===== config.mk =====
export PLATFORM = sky130hd
export DESIGN_NAME = control_unit
export DESIGN_NICKNAME = d
export VERILOG_FILES = /design/src/sparc_ctrl_pkg.sv /design/src/control_unit.sv /design/src/ctrl_word_gen.sv /design/src/instr_decoder.sv /design/src/step_sequencer.sv
export VERILOG_INCLUDE_DIRS = /design/src
export SDC_FILE = /design/constraint.sdc
export NUM_CORES = 1
export LEC_CHECK = 0
export ABC_AREA = 0
export BUFFER_PORTS_ARGS = -buffer_cell sky130_fd_sc_hd__buf_2
export CAP_MARGIN = 20
export CORE_MARGIN = 3
export CORE_UTILIZATION = 53
export CTS_BUF_LIST = sky130_fd_sc_hd__clkbuf_8
export DETAILED_ROUTE_END_ITERATION = 10
export PLACE_DENSITY = 0.87
export SLEW_MARGIN = 10
export SYNTH_ARGS = -nofsm -noshare
export SYNTH_HDL_FRONTEND = slang
export SYNTH_SLANG_ARGS = --single-unit
export TNS_END_PERCENT = 50

===== constraint.sdc =====
create_clock -name Clk -period 4.6 [get_ports Clk]
set_input_delay 0.46 -clock Clk [delete_from_list [all_inputs] [get_ports Clk]]
set_output_delay 0.46 -clock Clk [all_outputs]
set_load 0.005 [all_outputs]

===== src/sparc_ctrl_consts.svh =====
`ifndef SPARC_CTRL_CONSTS_SVH
`define SPARC_CTRL_CONSTS_SVH

// Field widths
`define REG_ADDR_W 5            // Register file address
`define OP3_W      6            // op3, ALU and RAM opcode
`define WORD_W     32           // Instruction and data word

// Format codes in IR[31:30]
`define OP_FMT0 2'b00           // SETHI and branches
`define OP_FMT1 2'b01           // CALL
`define OP_FMT2 2'b10           // Arithmetic, logic and JMPL
`define OP_FMT3 2'b11           // Loads and stores

// op2 code in IR[24:22]
`define OP2_SETHI 3'b100

// op3 codes in IR[24:19]
`define OP3_JMPL 6'b111000
`define OP3_LD   6'b000000      // Word
`define OP3_LDUB 6'b000001      // Unsigned byte
`define OP3_LDUH 6'b000010      // Unsigned halfword
`define OP3_LDSB 6'b001001      // Signed byte
`define OP3_LDSH 6'b001010      // Signed halfword
`define OP3_ST   6'b000100      // Word
`define OP3_STB  6'b000101      // Byte
`define OP3_STH  6'b000110      // Halfword

// ALU opcodes
`define ALU_OP_ADD 6'b000000    // Plain add, flags untouched

`endif


===== src/sparc_ctrl_pkg.sv =====
`include "sparc_ctrl_consts.svh"

package sparc_ctrl_pkg;

	// Instruction classes the sequencer knows
	typedef enum logic [2:0] {
		KIND_SETHI,
		KIND_ALU,
		KIND_JMPL,
		KIND_LOAD,
		KIND_STORE,
		KIND_ILLEGAL     // Anything outside the kept set
	} instr_kind_e;

	// Fields pulled out of the instruction word
	typedef struct packed {
		instr_kind_e                 kind;
		logic [`REG_ADDR_W-1:0]      rd;   // IR[29:25]
		logic [`REG_ADDR_W-1:0]      rs1;  // IR[18:14]
		logic [`REG_ADDR_W-1:0]      rs2;  // IR[4:0]
		logic [`OP3_W-1:0]           op3;  // IR[24:19]
		logic                        imm;  // i bit, IR[13]
	} decoded_instr_t;

	// Micro-steps, one clock each except MEM
	typedef enum logic [3:0] {
		STEP_IDLE,
		STEP_EXEC,       // SETHI, ALU, illegal
		STEP_LINK,       // JMPL rd <- PC
		STEP_PC,         // JMPL PC <- nPC
		STEP_NPC,        // JMPL nPC <- target
		STEP_ADDR,       // MAR <- effective address
		STEP_DATA,       // Store data into MDR
		STEP_MEM,        // RAM access, held until MFC
		STEP_CAPTURE,    // Load data into MDR
		STEP_WB          // Load result into rd
	} step_e;

	typedef enum logic {
		EXT_SIMM13,      // Sign extend simm13
		EXT_SETHI        // imm22 with ten low zeros
	} ext_sel_e;

	typedef enum logic {
		ALUA_REG,        // Register file port A
		ALUA_PC
	} alu_a_sel_e;

	typedef enum logic [1:0] {
		ALUB_REG,        // Register file port B
		ALUB_EXT,        // Extender output
		ALUB_MDR,
		ALUB_PC
	} alu_b_sel_e;

	// One cycle worth of datapath control
	typedef struct packed {
		logic                        pc_write;
		logic                        npc_write;
		logic                        mar_write;
		logic                        mdr_write;
		logic                        reg_write;
		logic                        ram_enable;
		logic                        psr_write;    // Condition codes
		ext_sel_e                    ext_sel;
		alu_a_sel_e                  alu_a_sel;
		alu_b_sel_e                  alu_b_sel;
		logic                        mdr_from_mem; // MDR input from RAM, else ALU
		logic [`REG_ADDR_W-1:0]      reg_c;        // Write port
		logic [`REG_ADDR_W-1:0]      reg_a;
		logic [`REG_ADDR_W-1:0]      reg_b;
		logic [`OP3_W-1:0]           alu_op;
		logic [`OP3_W-1:0]           ram_opcode;
	} ctrl_word_t;

endpackage


===== src/control_unit.sv =====
`timescale 1ns/1ps
`include "sparc_ctrl_consts.svh"

module control_unit (
	input  logic                       Clk,
	input  logic                       RESET,
	input  logic [`WORD_W-1:0]         ir,
	input  logic                       ir_valid,
	input  logic                       mfc,       // Memory function complete
	output logic                       ir_ready,
	output sparc_ctrl_pkg::ctrl_word_t ctrl,
	output logic                       illegal
);

	sparc_ctrl_pkg::decoded_instr_t dec;   // Straight from the IR
	sparc_ctrl_pkg::decoded_instr_t held;  // Latched on acceptance
	sparc_ctrl_pkg::step_e          step;

	instr_decoder u_instr_decoder (
		.ir  (ir),
		.dec (dec)
	);

	step_sequencer u_step_sequencer (
		.Clk      (Clk),
		.RESET    (RESET),
		.ir_valid (ir_valid),
		.dec      (dec),
		.mfc      (mfc),
		.ir_ready (ir_ready),
		.held     (held),
		.step     (step)
	);

	ctrl_word_gen u_ctrl_word_gen (
		.held    (held),
		.step    (step),
		.ctrl    (ctrl),
		.illegal (illegal)
	);

endmodule


===== src/ctrl_word_gen.sv =====
`timescale 1ns/1ps
`include "sparc_ctrl_consts.svh"

module ctrl_word_gen (
	input  sparc_ctrl_pkg::decoded_instr_t held,
	input  sparc_ctrl_pkg::step_e          step,
	output sparc_ctrl_pkg::ctrl_word_t     ctrl,
	output logic                           illegal
);

	// Second ALU operand from simm13 or rs2, depending on the i bit
	function automatic sparc_ctrl_pkg::ctrl_word_t with_operand_b(
		input sparc_ctrl_pkg::ctrl_word_t     cw,
		input sparc_ctrl_pkg::decoded_instr_t di
	);
		sparc_ctrl_pkg::ctrl_word_t res;
		res = cw;
		if (di.imm) begin
			res.alu_b_sel = sparc_ctrl_pkg::ALUB_EXT;
			res.ext_sel   = sparc_ctrl_pkg::EXT_SIMM13;
		end else begin
			res.alu_b_sel = sparc_ctrl_pkg::ALUB_REG;
			res.reg_b     = di.rs2;
		end
		return res;
	endfunction

	always_comb begin
		ctrl    = '0;  // Idle word, everything off
		illegal = 1'b0;

		case (step)
			sparc_ctrl_pkg::STEP_EXEC: begin
				case (held.kind)
					sparc_ctrl_pkg::KIND_ALU: begin
						ctrl.reg_write = 1'b1;
						ctrl.reg_c     = held.rd;
						ctrl.reg_a     = held.rs1;
						ctrl.alu_op    = held.op3;     // op3 is the ALU opcode
						ctrl.psr_write = held.op3[4];  // cc variants
						ctrl           = with_operand_b(ctrl, held);
					end
					sparc_ctrl_pkg::KIND_SETHI: begin
						// rd <- r0 + imm22 << 10
						ctrl.reg_write = 1'b1;
						ctrl.reg_c     = held.rd;
						ctrl.reg_a     = '0;
						ctrl.alu_b_sel = sparc_ctrl_pkg::ALUB_EXT;
						ctrl.ext_sel   = sparc_ctrl_pkg::EXT_SETHI;
						ctrl.alu_op    = `ALU_OP_ADD;
					end
					default: begin
						illegal = 1'b1;  // No enables on the illegal cycle
					end
				endcase
			end
			sparc_ctrl_pkg::STEP_LINK: begin
				// rd <- r0 + PC
				ctrl.reg_write = 1'b1;
				ctrl.reg_c     = held.rd;
				ctrl.reg_a     = '0;
				ctrl.alu_b_sel = sparc_ctrl_pkg::ALUB_PC;
				ctrl.alu_op    = `ALU_OP_ADD;
			end
			sparc_ctrl_pkg::STEP_PC: begin
				ctrl.pc_write = 1'b1;  // PC <- nPC
			end
			sparc_ctrl_pkg::STEP_NPC: begin
				ctrl.npc_write = 1'b1;  // Jump target
				ctrl.reg_a     = held.rs1;
				ctrl.alu_op    = `ALU_OP_ADD;
				ctrl           = with_operand_b(ctrl, held);
			end
			sparc_ctrl_pkg::STEP_ADDR: begin
				ctrl.mar_write = 1'b1;  // Effective address
				ctrl.reg_a     = held.rs1;
				ctrl.alu_op    = `ALU_OP_ADD;
				ctrl           = with_operand_b(ctrl, held);
			end
			sparc_ctrl_pkg::STEP_DATA: begin
				// MDR <- rd + r0 through the ALU
				ctrl.mdr_write    = 1'b1;
				ctrl.reg_a        = held.rd;
				ctrl.reg_b        = '0;
				ctrl.alu_b_sel    = sparc_ctrl_pkg::ALUB_REG;
				ctrl.alu_op       = `ALU_OP_ADD;
				ctrl.mdr_from_mem = 1'b0;
			end
			sparc_ctrl_pkg::STEP_MEM: begin
				ctrl.ram_enable   = 1'b1;  // Held until MFC
				ctrl.ram_opcode   = held.op3;
				ctrl.mdr_from_mem = (held.kind == sparc_ctrl_pkg::KIND_LOAD);
			end
			sparc_ctrl_pkg::STEP_CAPTURE: begin
				ctrl.mdr_write    = 1'b1;
				ctrl.mdr_from_mem = 1'b1;
				ctrl.ram_opcode   = held.op3;  // Size and sign of the read
			end
			sparc_ctrl_pkg::STEP_WB: begin
				// rd <- r0 + MDR
				ctrl.reg_write = 1'b1;
				ctrl.reg_c     = held.rd;
				ctrl.reg_a     = '0;
				ctrl.alu_b_sel = sparc_ctrl_pkg::ALUB_MDR;
				ctrl.alu_op    = `ALU_OP_ADD;
			end
			default: begin
				ctrl = '0;  // IDLE
			end
		endcase
	end

endmodule


===== src/instr_decoder.sv =====
`timescale 1ns/1ps
`include "sparc_ctrl_consts.svh"

module instr_decoder (
	input  logic [`WORD_W-1:0]            ir,
	output sparc_ctrl_pkg::decoded_instr_t dec
);

	logic [1:0]        op;     // Format
	logic [2:0]        op2;    // Format 0 sub-opcode
	logic [`OP3_W-1:0] op3;

	assign op  = ir[31:30];
	assign op2 = ir[24:22];
	assign op3 = ir[24:19];

	always_comb begin
		// Operand fields are passed through whatever the kind
		dec.rd   = ir[29:25];
		dec.rs1  = ir[18:14];
		dec.rs2  = ir[4:0];
		dec.op3  = op3;
		dec.imm  = ir[13];
		dec.kind = sparc_ctrl_pkg::KIND_ILLEGAL;

		case (op)
			`OP_FMT0: begin
				if (op2 == `OP2_SETHI) begin
					dec.kind = sparc_ctrl_pkg::KIND_SETHI;
				end
				// Branches stay illegal
			end
			`OP_FMT2: begin
				if (op3 == `OP3_JMPL) begin
					dec.kind = sparc_ctrl_pkg::KIND_JMPL;
				end else if (!op3[5]) begin
					// Arithmetic and logic group, op3 below 0x20
					dec.kind = sparc_ctrl_pkg::KIND_ALU;
				end
				// SAVE, RESTORE, WRTBR and the rest stay illegal
			end
			`OP_FMT3: begin
				case (op3)
					`OP3_LD, `OP3_LDUB, `OP3_LDUH, `OP3_LDSB, `OP3_LDSH:
						dec.kind = sparc_ctrl_pkg::KIND_LOAD;
					`OP3_ST, `OP3_STB, `OP3_STH:
						dec.kind = sparc_ctrl_pkg::KIND_STORE;
					default:
						dec.kind = sparc_ctrl_pkg::KIND_ILLEGAL;  // LDD, STD, SWAP
				endcase
			end
			default: begin
				dec.kind = sparc_ctrl_pkg::KIND_ILLEGAL;  // CALL
			end
		endcase
	end

endmodule


===== src/step_sequencer.sv =====
`timescale 1ns/1ps

module step_sequencer (
	input  logic                           Clk,
	input  logic                           RESET,
	input  logic                           ir_valid,
	input  sparc_ctrl_pkg::decoded_instr_t dec,
	input  logic                           mfc,
	output logic                           ir_ready,
	output sparc_ctrl_pkg::decoded_instr_t held,
	output sparc_ctrl_pkg::step_e          step
);

	sparc_ctrl_pkg::step_e step_next;
	logic                  accept;    // Handshake completes this edge

	// Only idle takes a new instruction
	assign ir_ready = (step == sparc_ctrl_pkg::STEP_IDLE);
	assign accept   = ir_ready && ir_valid;

	always_comb begin
		step_next = step;  // Hold by default
		case (step)
			sparc_ctrl_pkg::STEP_IDLE: begin
				if (ir_valid) begin
					case (dec.kind)
						sparc_ctrl_pkg::KIND_JMPL:
							step_next = sparc_ctrl_pkg::STEP_LINK;
						sparc_ctrl_pkg::KIND_LOAD,
						sparc_ctrl_pkg::KIND_STORE:
							step_next = sparc_ctrl_pkg::STEP_ADDR;
						default:
							step_next = sparc_ctrl_pkg::STEP_EXEC;  // SETHI, ALU, illegal
					endcase
				end
			end
			sparc_ctrl_pkg::STEP_EXEC:
				step_next = sparc_ctrl_pkg::STEP_IDLE;
			sparc_ctrl_pkg::STEP_LINK:
				step_next = sparc_ctrl_pkg::STEP_PC;
			sparc_ctrl_pkg::STEP_PC:
				step_next = sparc_ctrl_pkg::STEP_NPC;
			sparc_ctrl_pkg::STEP_NPC:
				step_next = sparc_ctrl_pkg::STEP_IDLE;
			sparc_ctrl_pkg::STEP_ADDR: begin
				// Stores fill MDR before the RAM access
				if (held.kind == sparc_ctrl_pkg::KIND_STORE) begin
					step_next = sparc_ctrl_pkg::STEP_DATA;
				end else begin
					step_next = sparc_ctrl_pkg::STEP_MEM;
				end
			end
			sparc_ctrl_pkg::STEP_DATA:
				step_next = sparc_ctrl_pkg::STEP_MEM;
			sparc_ctrl_pkg::STEP_MEM: begin
				// Wait here for memory function complete
				if (mfc) begin
					if (held.kind == sparc_ctrl_pkg::KIND_LOAD) begin
						step_next = sparc_ctrl_pkg::STEP_CAPTURE;
					end else begin
						step_next = sparc_ctrl_pkg::STEP_IDLE;  // Store done
					end
				end
			end
			sparc_ctrl_pkg::STEP_CAPTURE:
				step_next = sparc_ctrl_pkg::STEP_WB;
			sparc_ctrl_pkg::STEP_WB:
				step_next = sparc_ctrl_pkg::STEP_IDLE;
			default:
				step_next = sparc_ctrl_pkg::STEP_IDLE;  // Unused encodings recover
		endcase
	end

	always_ff @(posedge Clk) begin
		if (RESET) begin
			step <= sparc_ctrl_pkg::STEP_IDLE;
			held <= '0;
		end else begin
			step <= step_next;
			if (accept) begin
				held <= dec;  // Instruction stays put for the whole sequence
			end
		end
	end

endmodule


* Word level (Yosys, flattened, before mapping)
Memory sizes are Yosys's and may differ from the RTL's.
Index checks and enable logic that the tools add are counted.
** Storage, ports and cells
- Word-level logic and storage cells :: 76
- Memories :: 1
- Input port bits :: 36
- Register bits after elaboration :: 29
- ROM bits :: 48
- Output and inout port bits :: 41
** Cells by class
- Equality and inequality tests :: 21
- Reductions and logical operators :: 12
- Multiplexer cells :: 35
** Memory list
- (name not given) :: depth 16, bits a word 3, read ports 1, clocked after Yosys merged registers in 0, write ports 0, line instr_decoder.sv:43 : case (op3)
** Operators by type and width (number)
- one-hot mux 4 bit (7 select lines) :: 1
- one-hot mux 10 bit (2 select lines) :: 1
- one-hot mux 5 bit (2 select lines) :: 2
- two-way mux 6 bit :: 3
- == test 4 x 3 -> 1 bit (second input constant) :: 4
- two-way mux 3 bit :: 5
- one-hot mux 5 bit (3 select lines) :: 1
- two-way mux 4 bit :: 3
- OR reduction 2 bit :: 6
- two-way mux 5 bit :: 2
- == test 3 x 2 -> 1 bit (second input constant) :: 3
- == test 3 bit (second input constant) :: 3
- two-way mux 1 bit :: 9
- one-hot mux 3 bit (3 select lines) :: 1
- == test 4 x 2 -> 1 bit (second input constant) :: 2
- == test 4 bit (second input constant) :: 2
- one-hot mux 1 bit (2 select lines) :: 4
- one-hot mux 2 bit (4 select lines) :: 1
- == test 6 bit (second input constant) :: 1
- one-hot mux 3 bit (2 select lines) :: 1
- == test 2 bit (second input constant) :: 2
- == test 4 x 1 -> 1 bit (second input constant) :: 1
- logical NOT 2 bit :: 2
- logical NOT 4 bit :: 1
- other kinds (6) :: 7

* Depth between registers and ports, before layout
Gate-level depths: netlist (run 1).
- Depth in word-level cells :: 8
- Depth in mapped cells :: 7
- Depth with buffers taken out :: 6

* By module
A second synthesis (run 1) with hierarchy kept.
** Unflattened totals
- Cells, all modules :: 265
- Area total of the unflattened synthesis :: 2060.7 µm²
** Modules (own cells, without submodules)
- step_sequencer :: cells an instance 152, seq. area each 580.6 µm², instances 1, area an instance 1231.2 µm²
- ctrl_word_gen :: cells an instance 69, seq. area each 0.0 µm², instances 1, area an instance 513.0 µm²
- instr_decoder :: cells an instance 44, seq. area each 0.0 µm², instances 1, area an instance 316.6 µm²

* Least setup slack after synthesis (run 1)
No wires, ideal clock.
- Kind :: register -> output
- Start :: reg u_step_sequencer.step[3]
- End :: out ctrl[32] (netlist bit)
- Cell stages (with the launch flop) :: 6
- Data arrival time :: 1.369 ns
- Buffers on the path :: 2
- Setup slack :: 2.771 ns
- Data required time :: 4.140 ns
- Cell sequence :: dfxtp_1 buf_6 or2_2 nor3_2 and3_1 buf_4
** RTL lines
- start: declaration :: line step_sequencer.sv:11 : output sparc_ctrl_pkg::step_e step
- start signal: assignment :: line step_sequencer.sv:76 : step <= sparc_ctrl_pkg::STEP_IDLE;
- start signal: assignment :: line step_sequencer.sv:79 : step <= step_next;
- end: declaration :: line control_unit.sv:11 : output sparc_ctrl_pkg::ctrl_word_t ctrl,

==> results of run 1 <==
[cells by family after synthesis]
group,count (synthesis),share of synthesized area [%]
simple gates,123,35.2
compound gates,57,21.8
flops,29,32.9
buf+inv,22,8.45
fa+ha+maj,2,1.42
other cells,1,0.213
[flip-flops by register name, indices dropped and copies added, names as in the netlist]
name / flops
u_step_sequencer.held: 25
u_step_sequencer.step: 4
[worst paths after layout]
kind                             startpoint                         to  cells past startpoint
hold / removal                        ir[4]  u_step_sequencer.held[11]                      3
hold reg to reg   u_step_sequencer.held[11]  u_step_sequencer.held[11]                      2
setup reg to reg   u_step_sequencer.step[3]  u_step_sequencer.held[22]                      4
setup / recovery   u_step_sequencer.step[1]                   ctrl[22]                      5
[cells in the final DEF, fill, tap and decap left out, types with 2 or more instances in the layout]
cell	count
ha_1	2
a21oi_2	7
and3_1	6
clkinv_2	2
nand2_1	53
a211oi_1	2
o21bai_1	2
nor3_2	2
nand2b_1	8
nor2_1	16
nor4_1	4
and2_1	12
a21oi_1	20
buf_2	67
o211ai_1	2
clkbuf_8	5
or2_2	2
nand3_1	4
a41oi_1	2
dfxtp_1	29
a22o_1	7
nor3_1	3
o21ai_0	8
inv_1	5
nor2b_1	6
[stage by stage]
step                      hold WS (ps)  area (um2)  utilization (%)  std cells  setup WS, ps
after floorplan                    432        1760                -        234          2770
after global placement             437        2020             65.2        328          2340
after detailed placement           445        2020             65.2        328          2290
after CTS                          404        2110             68.0        336          1970
after global routing               408        2110             68.0        336          1820
final                              405        2110             68.0        336          1970
[power breakdown]
| part | internal, mW | total (mW) | switching, mW |
|---|---|---|---|
| clock | 0.104 | 0.204 | 0.100 |
| sequential | 0.266 | 0.279 | 0.0131 |
| combinational | 0.0319 | 0.0785 | 0.0466 |
| total | 0.402 | 0.562 | 0.160 |
[per-layer routing]
layer	vias to the layer above	track usage (%)
met2	67	38.5
met5	-	0
met4	0	8.09
li1	910	-
met1	820	28.0
met3	5	8.02
[layout make-up]
class	instances	area, um2
Clock buffer	5	68.8
Clock inverter	3	17.5
Fill cell	291	993
Inverter	5	18.8
Multi-Input combinational cell	183	1030
Sequential cell	29	581
Tap cell	44	55.1
Timing Repair Buffer	67	335
[critical path, delay by kind of cell, from the launching register on]
| family | cells | cell delay (ps) |
|---|---|---|
| simple gates | 3 | 830 |
| flops | 1 | 730 |
| compound gates | 1 | 190 |
| buf+inv | 1 | 140 |
==> impl_metrics.csv, run 1 <==
group,metric,value,unit
critical_path,critPathMaxStageDelay,730,ps
routing,dr.pass1.iters,4,
global_routing,grt_util_all_layers,23.3,%
global_routing,grt_max_degree,29,
die,start_util,56.8,%
global_routing,grt_pass1_vias,1698,
clocking,htreeDepth,2,
clocking,post_cts_resized,0,
timing,finalHoldViolations,0,
routing,vias,1802,
yosys,yosysWarnings,0,
timing,fin_worst_skew,8.05,ps
yosys,synth_seq_cells,29,
critical_path,cp_slowest_cell,"dfxtp_1",
yosys,ys_types,42,
yosys,ys_seq_area_share,32.9,%
timing,min_period,2630,ps
power,p_per_area,266,mW/mm2
yosys,syn_inst,234,
clocking,cts_post_setup_buffers_inserted,0,
yosys,synthArstFlopShare,0,%
timing,rsz0062_at_grt,"false",
critical_path,r2r_slack,2360,ps
final_layout,drive_gt1_share,30.5,%
timing,setup_violations,0,
routing,routed-wl-met3,301,um
routing,dr.first_iter.drc_count,155,
clocking,numCtsBuffers,5,
yosys,synth_area_per_cell,7.53,um2
die,die_area,0.00405,mm2
global_routing,antenna_found_initial,0,
die,rows,20,
yosys,ys_top_cells_by_count,"nand2_1, dfxtp_1, a21oi_1",
place,hpwl,3220,um
timing,worst_slew_pin_slew,863,ps
yosys,synthTopCellsByArea,"dfxtp_1, nand2_1, a21oi_1, and2_1, a21oi_2",
yosys,syn_area,0.00176,mm2
clocking,root_buffer,"clkbuf_8",
power,power_leakage,1.00,nW
die,design.core.area,0.00310,mm2
die,die_h,63.7,um
clocking,cts_sinks,29,
yosys,synthFlopType,"dfxtp_1",
place,place_congestion,0.908,
final_layout,synthToLayoutAreaGrowth,19.7,%
timing,clock.fmax,380,MHz
global_routing,grt_pass1_wl,7530,um
clocking,cts_tree,"done",
critical_path,path_class,"reg -> out",
flow_run,maxCapViolCount,0,
routing,routed_wl,4460,um
final_layout,nets,329,
clocking,hold_buffers,0,
yosys,synth.most_common_cell,"nand2_1",
routing,ant_nets,0,
routing,drcViolationCount,0,
timing,maxSlewViolCount,0,
clocking,cts.reportedPaths.clkPinSlew,70,ps
yosys,syn_nets,272,
die,io_pins,77,
run_status,status,"completed",
die,die_x,63.7,um
yosys,synth_top_area_share,32.9,%
power,irDropWorstVdd,0.211,mV
routing,route.met2.wl,2270,um
timing,maxSlewHeadroom,42.5,%
min_path,hp-class,"in -> reg",
critical_path,critical_path.cell_chain,"or3b_2 -> a21oi_1 -> nor2_1 -> nor2b_1 -> buf_2",
critical_path,crit_fanout,19,
yosys,synth.largest_area_cell,"dfxtp_1",
power,design_power_total,0.562,mW
routing,post_drt_via_cell_ratio,5.36,
critical_path,worstSetupStartpointType,"register",
routing,drt-met1-wl,1830,um
final_layout,n_antenna_cell,0,
timing,layout_worst_path_cycle_share,57.2,%
routing,routedWlPerCell,13.3,um
critical_path,cp-end-kind,"primary output",
clocking,cts_buffer_depth,2,
place,port_buffers,67,
global_routing,grt.overflow.total,0,
clocking,clk_latency,290,ps
yosys,synth_edf_count,0,
routing,top_layer,"met4",
critical_path,cp.required,4140,ps
timing,finalSetupTns,0,ps
critical_path,worstPathArrival,2170,ps
Note: power is estimated with default switching activity, not from simulation.
==> run 2, diff against run 1 <==
Settings changed: ABC_AREA 0 to 1, CORE_UTILIZATION 53 to 48, PLACE_DENSITY 0.87 to 0.81.
Clock period 4.6 ns to 2.5 ns, I/O delays scaled along.
==> impl_metrics.csv, run 2 <==
group,metric,value,unit
timing,min_period,1930,ps
timing,fin_worst_skew,5.16,ps
critical_path,worstPathArrival,1680,ps
critical_path,crit_fanout,5,
global_routing,grt_util_all_layers,20.6,%
power,p_sw_share,31.4,%
final_layout,n_antenna_cell,0,
timing,clock.fmax,517,MHz
final_layout,synthToLayoutAreaGrowth,24.3,%
place,hpwl,3060,um
die,start_util,52.1,%
yosys,synth_area_per_cell,6.47,um2
timing,layout_worst_path_cycle_share,77.3,%
routing,routedWlPerCell,10.8,um
yosys,ys_types,26,
critical_path,cp-end-kind,"primary output",
global_routing,grt.overflow.total,0,
routing,dr.first_iter.drc_count,55,
routing,dr.pass1.iters,4,
yosys,synthFlopType,"dfxtp_1",
final_layout,largestRegisters,"u_step_sequencer.held: 25 flops, u_step_sequencer.step: 4 flops",
yosys,synthTopCellsByArea,"dfxtp_1, inv_1, nor2_1, a21oi_1, o21ai_0",
routing,routed_wl,3960,um
place,place_congestion,0.833,
power,irDropWorstVdd,0.292,mV
critical_path,worstSetupStartpointType,"register",
yosys,syn_inst,256,
clocking,clk_latency,280,ps
clocking,cts.reportedPaths.clkPinSlew,60,ps
routing,vias,1753,
final_layout,final_util,64.7,%
routing,drcViolationCount,0,
clocking,cts_post_setup_buffers_inserted,0,
clocking,cts_buffer_depth,2,
clocking,hold_buffers,0,
min_path,hp-class,"in -> reg",
timing,finalHoldViolations,0,
final_layout,drive_gt1_share,29.5,%
final_layout,nets,359,
global_routing,antenna_found_initial,0,
yosys,ys_seq_area_share,35.1,%
place,port_buffers,67,
die,die_area,0.00419,mm2
power,combPwrFrac,23.8,%
timing,finalSetupTns,0,ps
yosys,synth_edf_count,0,
final_layout,mostFrequentLayoutCells,"buf_2, inv_1, nor2_1, a21oi_1, dfxtp_1",
die,die_x,64.7,um
power,pwr-share-clk,30.3,%
yosys,yosysWarnings,0,
clocking,numCtsBuffers,5,
flow_run,maxCapViolCount,0,
yosys,synth.largest_area_cell,"dfxtp_1",
critical_path,path_class,"reg -> out",
yosys,synthArstFlopShare,0,%
timing,setup_violations,0,
timing,rsz0062_at_grt,"false",
timing,maxSlewViolCount,0,
power,seq_power_share,45.9,%
final_layout,final_common_cell,"buf_2",
routing,ant_nets,0,
clocking,htreeDepth,2,
yosys,synth.most_common_cell,"inv_1",
yosys,syn_area,0.00166,mm2
die,rows,20,
clocking,cts_sinks,29,
critical_path,cp.required,2250,ps
global_routing,grt_pass1_wl,6850,um
yosys,ys_top_cells_by_count,"inv_1, nor2_1, a21oi_1, dfxtp_1, nand2_1",
power,p_per_area,569,mW/mm2
power,internal_power,0.803,mW
global_routing,grt_pass1_vias,1642,
die,die_h,64.7,um
timing,maxSlewHeadroom,48.5,%
clocking,cts_tree,"done",
die,design.core.area,0.00318,mm2
yosys,syn_nets,294,
power,power_leakage,1.13,nW
final_layout,largest_reg_flops,25,
die,io_pins,77,
power,p_switching,0.367,mW
yosys,synth_seq_cells,29,
routing,post_drt_via_cell_ratio,4.79,
final_layout,top_register,"u_step_sequencer.held",
clocking,post_cts_resized,0,
clocking,root_buffer,"clkbuf_8",
global_routing,grt_max_degree,48,
run_status,status,"completed",
yosys,synth_top_area_share,35.1,%
timing,worst_slew_pin_slew,769,ps
==> run 2: cell types whose count changed after synthesis, sizes merged, moves of 6 or more <==
cell,before,now
a22o,7,0
and2,12,0
and3,6,0
buf,13,6
inv,5,58
nand2,53,23
nand2b,8,0
nor2,16,52
nor2b,6,0
o21ai,8,32
==> run 2: power groups by stage <==
stage / registers (mW) / clock network (mW) / logic (mW)
after floorplan: 0.541 / 0 / 0.212
after global placement: 0.544 / 0 / 0.272
after detailed placement: 0.546 / 0 / 0.279
after CTS: 0.536 / 0.367 / 0.281
after global routing: 0.542 / 0.388 / 0.323
final: 0.536 / 0.355 / 0.278
==> run 2: worst paths after layout <==
path                                   from                         to  slack [ps]  cells past startpoint
hold / removal                        RESET   u_step_sequencer.step[1]         210                      2
hold reg to reg   u_step_sequencer.held[11]  u_step_sequencer.held[11]         450                      2
setup reg to reg   u_step_sequencer.step[0]   u_step_sequencer.held[4]         700                      6
setup / recovery   u_step_sequencer.step[0]                   ctrl[13]         570                      9
==> run 2: area by class of cell <==
cell class              instances  area, um2
fillers                       324       1120
multi-input cells             160        786
flip-flops and latches         29        581
repair buffers                 67        335
inverters                      58        218
clock buffers                   5       68.8
well taps                      44       55.1
clock inverters                 3       13.8
==> run 2: cells by family after synthesis <==
logic type      count (synthesis)  share of synthesized area, %
compound gates                 70                          23.1
buf+inv                        67                          17.5
flops                          29                          35.1
fa+ha+maj                       2                          1.51
simple gates                   87                          22.6
other cells                     1                         0.227
==> run 2: worst max-delay path, stage by stage, from the launching register on <==
cell	delay (ps)
dfxtp_1	390
inv_1	80
nor2_1	150
inv_2	60
nor2_1	110
inv_2	70
nor2_2	120
o21ai_1	170
nor2_1	140
buf_2	120
==> run 2: metal layers <==
metal | routed length (um) | vias up | GRT usage, % | share of wire (%)
met4 | 48 | 0 | 6.33 | 1.2
met5 | 0 | - | 0 | 0
met3 | 304 | 6 | 6.07 | 7.7
li1 | - | 928 | - | -
met2 | 1850 | 55 | 35.9 | 47
met1 | 1750 | 764 | 24.3 | 44
==> run 2: per-stage QoR <==
step | hold WS [ps] | total power [mW] | setup slack, ps | cell area [um2] | cells
finish | 207 | 1.17 | 567 | 2060 | 366
global route | 219 | 1.25 | 428 | 2060 | 366
CTS | 202 | 1.18 | 547 | 2060 | 366
detailed placement | 444 | 0.825 | 812 | 1970 | 358
global placement | 440 | 0.816 | 833 | 1970 | 358
floorplan | 319 | 0.753 | 1000 | 1660 | 256
==> run 3, diff against run 2 <==
Settings changed: ABC_AREA 1 to 0, CORE_UTILIZATION 48 to 49.
Clock period 2.5 ns to 2 ns, I/O delays scaled along.
==> impl_metrics.csv, run 3 (same netlist as run 1, synthesis figures left out) <==
group,metric,value,unit
die,start_util,52.0,%
routing,routedWlPerCell,13.1,um
timing,clock.fmax,513,MHz
place,place_congestion,0.832,
critical_path,r2r_slack,330,ps
routing,routed_wl,4590,um
global_routing,grt_pass1_vias,1732,
global_routing,grt_pass1_wl,7580,um
timing,fin_worst_skew,3.74,ps
place,port_buffers,67,
critical_path,crit_fanout,11,
final_layout,n_antenna_cell,0,
critical_path,r2r-end,"u_step_sequencer.held[7]",
clocking,cts.reportedPaths.clkPinSlew,60,ps
critical_path,cp_top_family,"simple AND/OR/NAND/NOR gates",
die,die_h,66.0,um
clocking,cts_tree,"done",
min_path,hp-class,"in -> reg",
critical_path,critical_path.cell_chain,"or2_2 -> nor3_2 -> buf_4 -> and3_1 -> buf_2",
critical_path,r2r-start,"u_step_sequencer.step[3]",
critical_path,r2r_cells,5,
die,rows,21,
clocking,htreeDepth,2,
global_routing,grt.overflow.total,0,
clocking,clk_latency,280,ps
final_layout,nets,340,
clocking,cts_post_setup_buffers_inserted,0,
routing,ant_nets,0,
final_layout,synthToLayoutAreaGrowth,25.8,%
final_layout,largestRegisters,"u_step_sequencer.held: 25 flops, u_step_sequencer.step: 4 flops",
min_path,hold_depth,3,
global_routing,grt_util_all_layers,22.4,%
critical_path,path_class,"reg -> out",
power,design_power_total,1.31,mW
timing,finalSetupTns,0,ps
timing,layout_worst_path_cycle_share,97.5,%
power,p_per_area,588,mW/mm2
timing,min_period,1950,ps
critical_path,critPathMaxStageDelay,390,ps
timing,rsz0062_at_grt,"true",
die,die_x,66.0,um
final_layout,largest_reg_flops,25,
run_status,status,"completed",
critical_path,worstPathArrival,1750,ps
routing,dr.first_iter.drc_count,146,
die,design.core.area,0.00339,mm2
place,hpwl,3400,um
final_layout,top_register,"u_step_sequencer.held",
critical_path,cp.required,1800,ps
routing,vias,1850,
die,die_area,0.00435,mm2
critical_path,cp-end-kind,"primary output",
timing,setup_violations,0,
final_layout,final_common_cell,"buf_2",
die,io_pins,77,
critical_path,endpoint,"ctrl[10]",
flow_run,maxCapViolCount,0,
critical_path,cp_slowest_cell,"dfxtp_2",
power,irDropWorstVdd,0.565,mV
timing,finalHoldViolations,0,
critical_path,worstSetupPathDepth,5,
clocking,cts_sinks,29,
routing,dr.pass1.iters,4,
routing,drcViolationCount,0,
clocking,numCtsBuffers,5,
final_layout,mostFrequentLayoutCells,"buf_2, nand2_1, dfxtp_1, a21oi_1, nor2_1",
power,power_leakage,1.07,nW
global_routing,grt_max_degree,17,
routing,post_drt_via_cell_ratio,5.30,
timing,maxSlewViolCount,0,
critical_path,critPathBufInv,2,
critical_path,startpoint,"u_step_sequencer.step[3]",
critical_path,worstSetupStartpointType,"register",
final_layout,drive_gt1_share,35.3,%
global_routing,antenna_found_initial,0,
final_layout,final_util,65.4,%
clocking,root_buffer,"clkbuf_8",
clocking,cts_buffer_depth,2,
==> run 3: metrics by stage <==
stage                     instances  setup WS (ps)  instance area (um2)  hold slack (ps)
after floorplan                 234            431                 1760              336
after global placement          341            219                 2110              438
after detailed placement        341            160                 2110              442
after CTS                       349          -50.3                 2200              150
after global routing            349          -33.0                 2220              153
final                           349           49.0                 2220              156
==> run 3: tightest hold or removal path: cells and delay by family <==
family,cells,cell delay (ps)
buffers and inverters,1,90
AO/OA/AOI/OAI,1,50
AND/OR/NAND/NOR,1,40
==> run 3: cell type report <==
| type | count | area [um2] |
|---|---|---|
| clock buffers | 5 | 68.8 |
| well taps | 46 | 57.6 |
| clock inverters | 3 | 17.5 |
| flip-flops and latches | 29 | 587 |
| inverters | 5 | 18.8 |
| multi-input cells | 183 | 1050 |
| fillers | 311 | 1170 |
| repair buffers | 78 | 418 |
==> run 3: worst min-delay path by stage <==
stage                              start                   endpoint
2_1_floorplan                      ir[3]  u_step_sequencer.held[10]
3_3_place_gp   u_step_sequencer.held[10]  u_step_sequencer.held[10]
3_5_place_dp    u_step_sequencer.held[8]   u_step_sequencer.held[8]
4_1_cts                           ir[29]  u_step_sequencer.held[21]
5_1_grt                            ir[4]  u_step_sequencer.held[11]
6_report                          ir[29]  u_step_sequencer.held[21]
==> run 3: repair_timing <==
item / CTS / global route
hold buffers: 0 / 0
hold endpoints to repair: 0 / 0
setup endpoints to repair: 16 / 19
resized for setup: 5 / 3
==> run 3: power breakdown <==
part	switching, mW	internal, mW
sequential	0.0242	0.610
combinational	0.118	0.0906
clock	0.223	0.239
total	0.365	0.940
==> run 3: routing by layer <==
metal	up-vias	routed length, um	track usage [%]
met1	836	1930	27.4
met3	10	297	5.78
li1	933	-	-
met5	-	0	0
met2	71	2270	36.9
met4	0	88	9.90
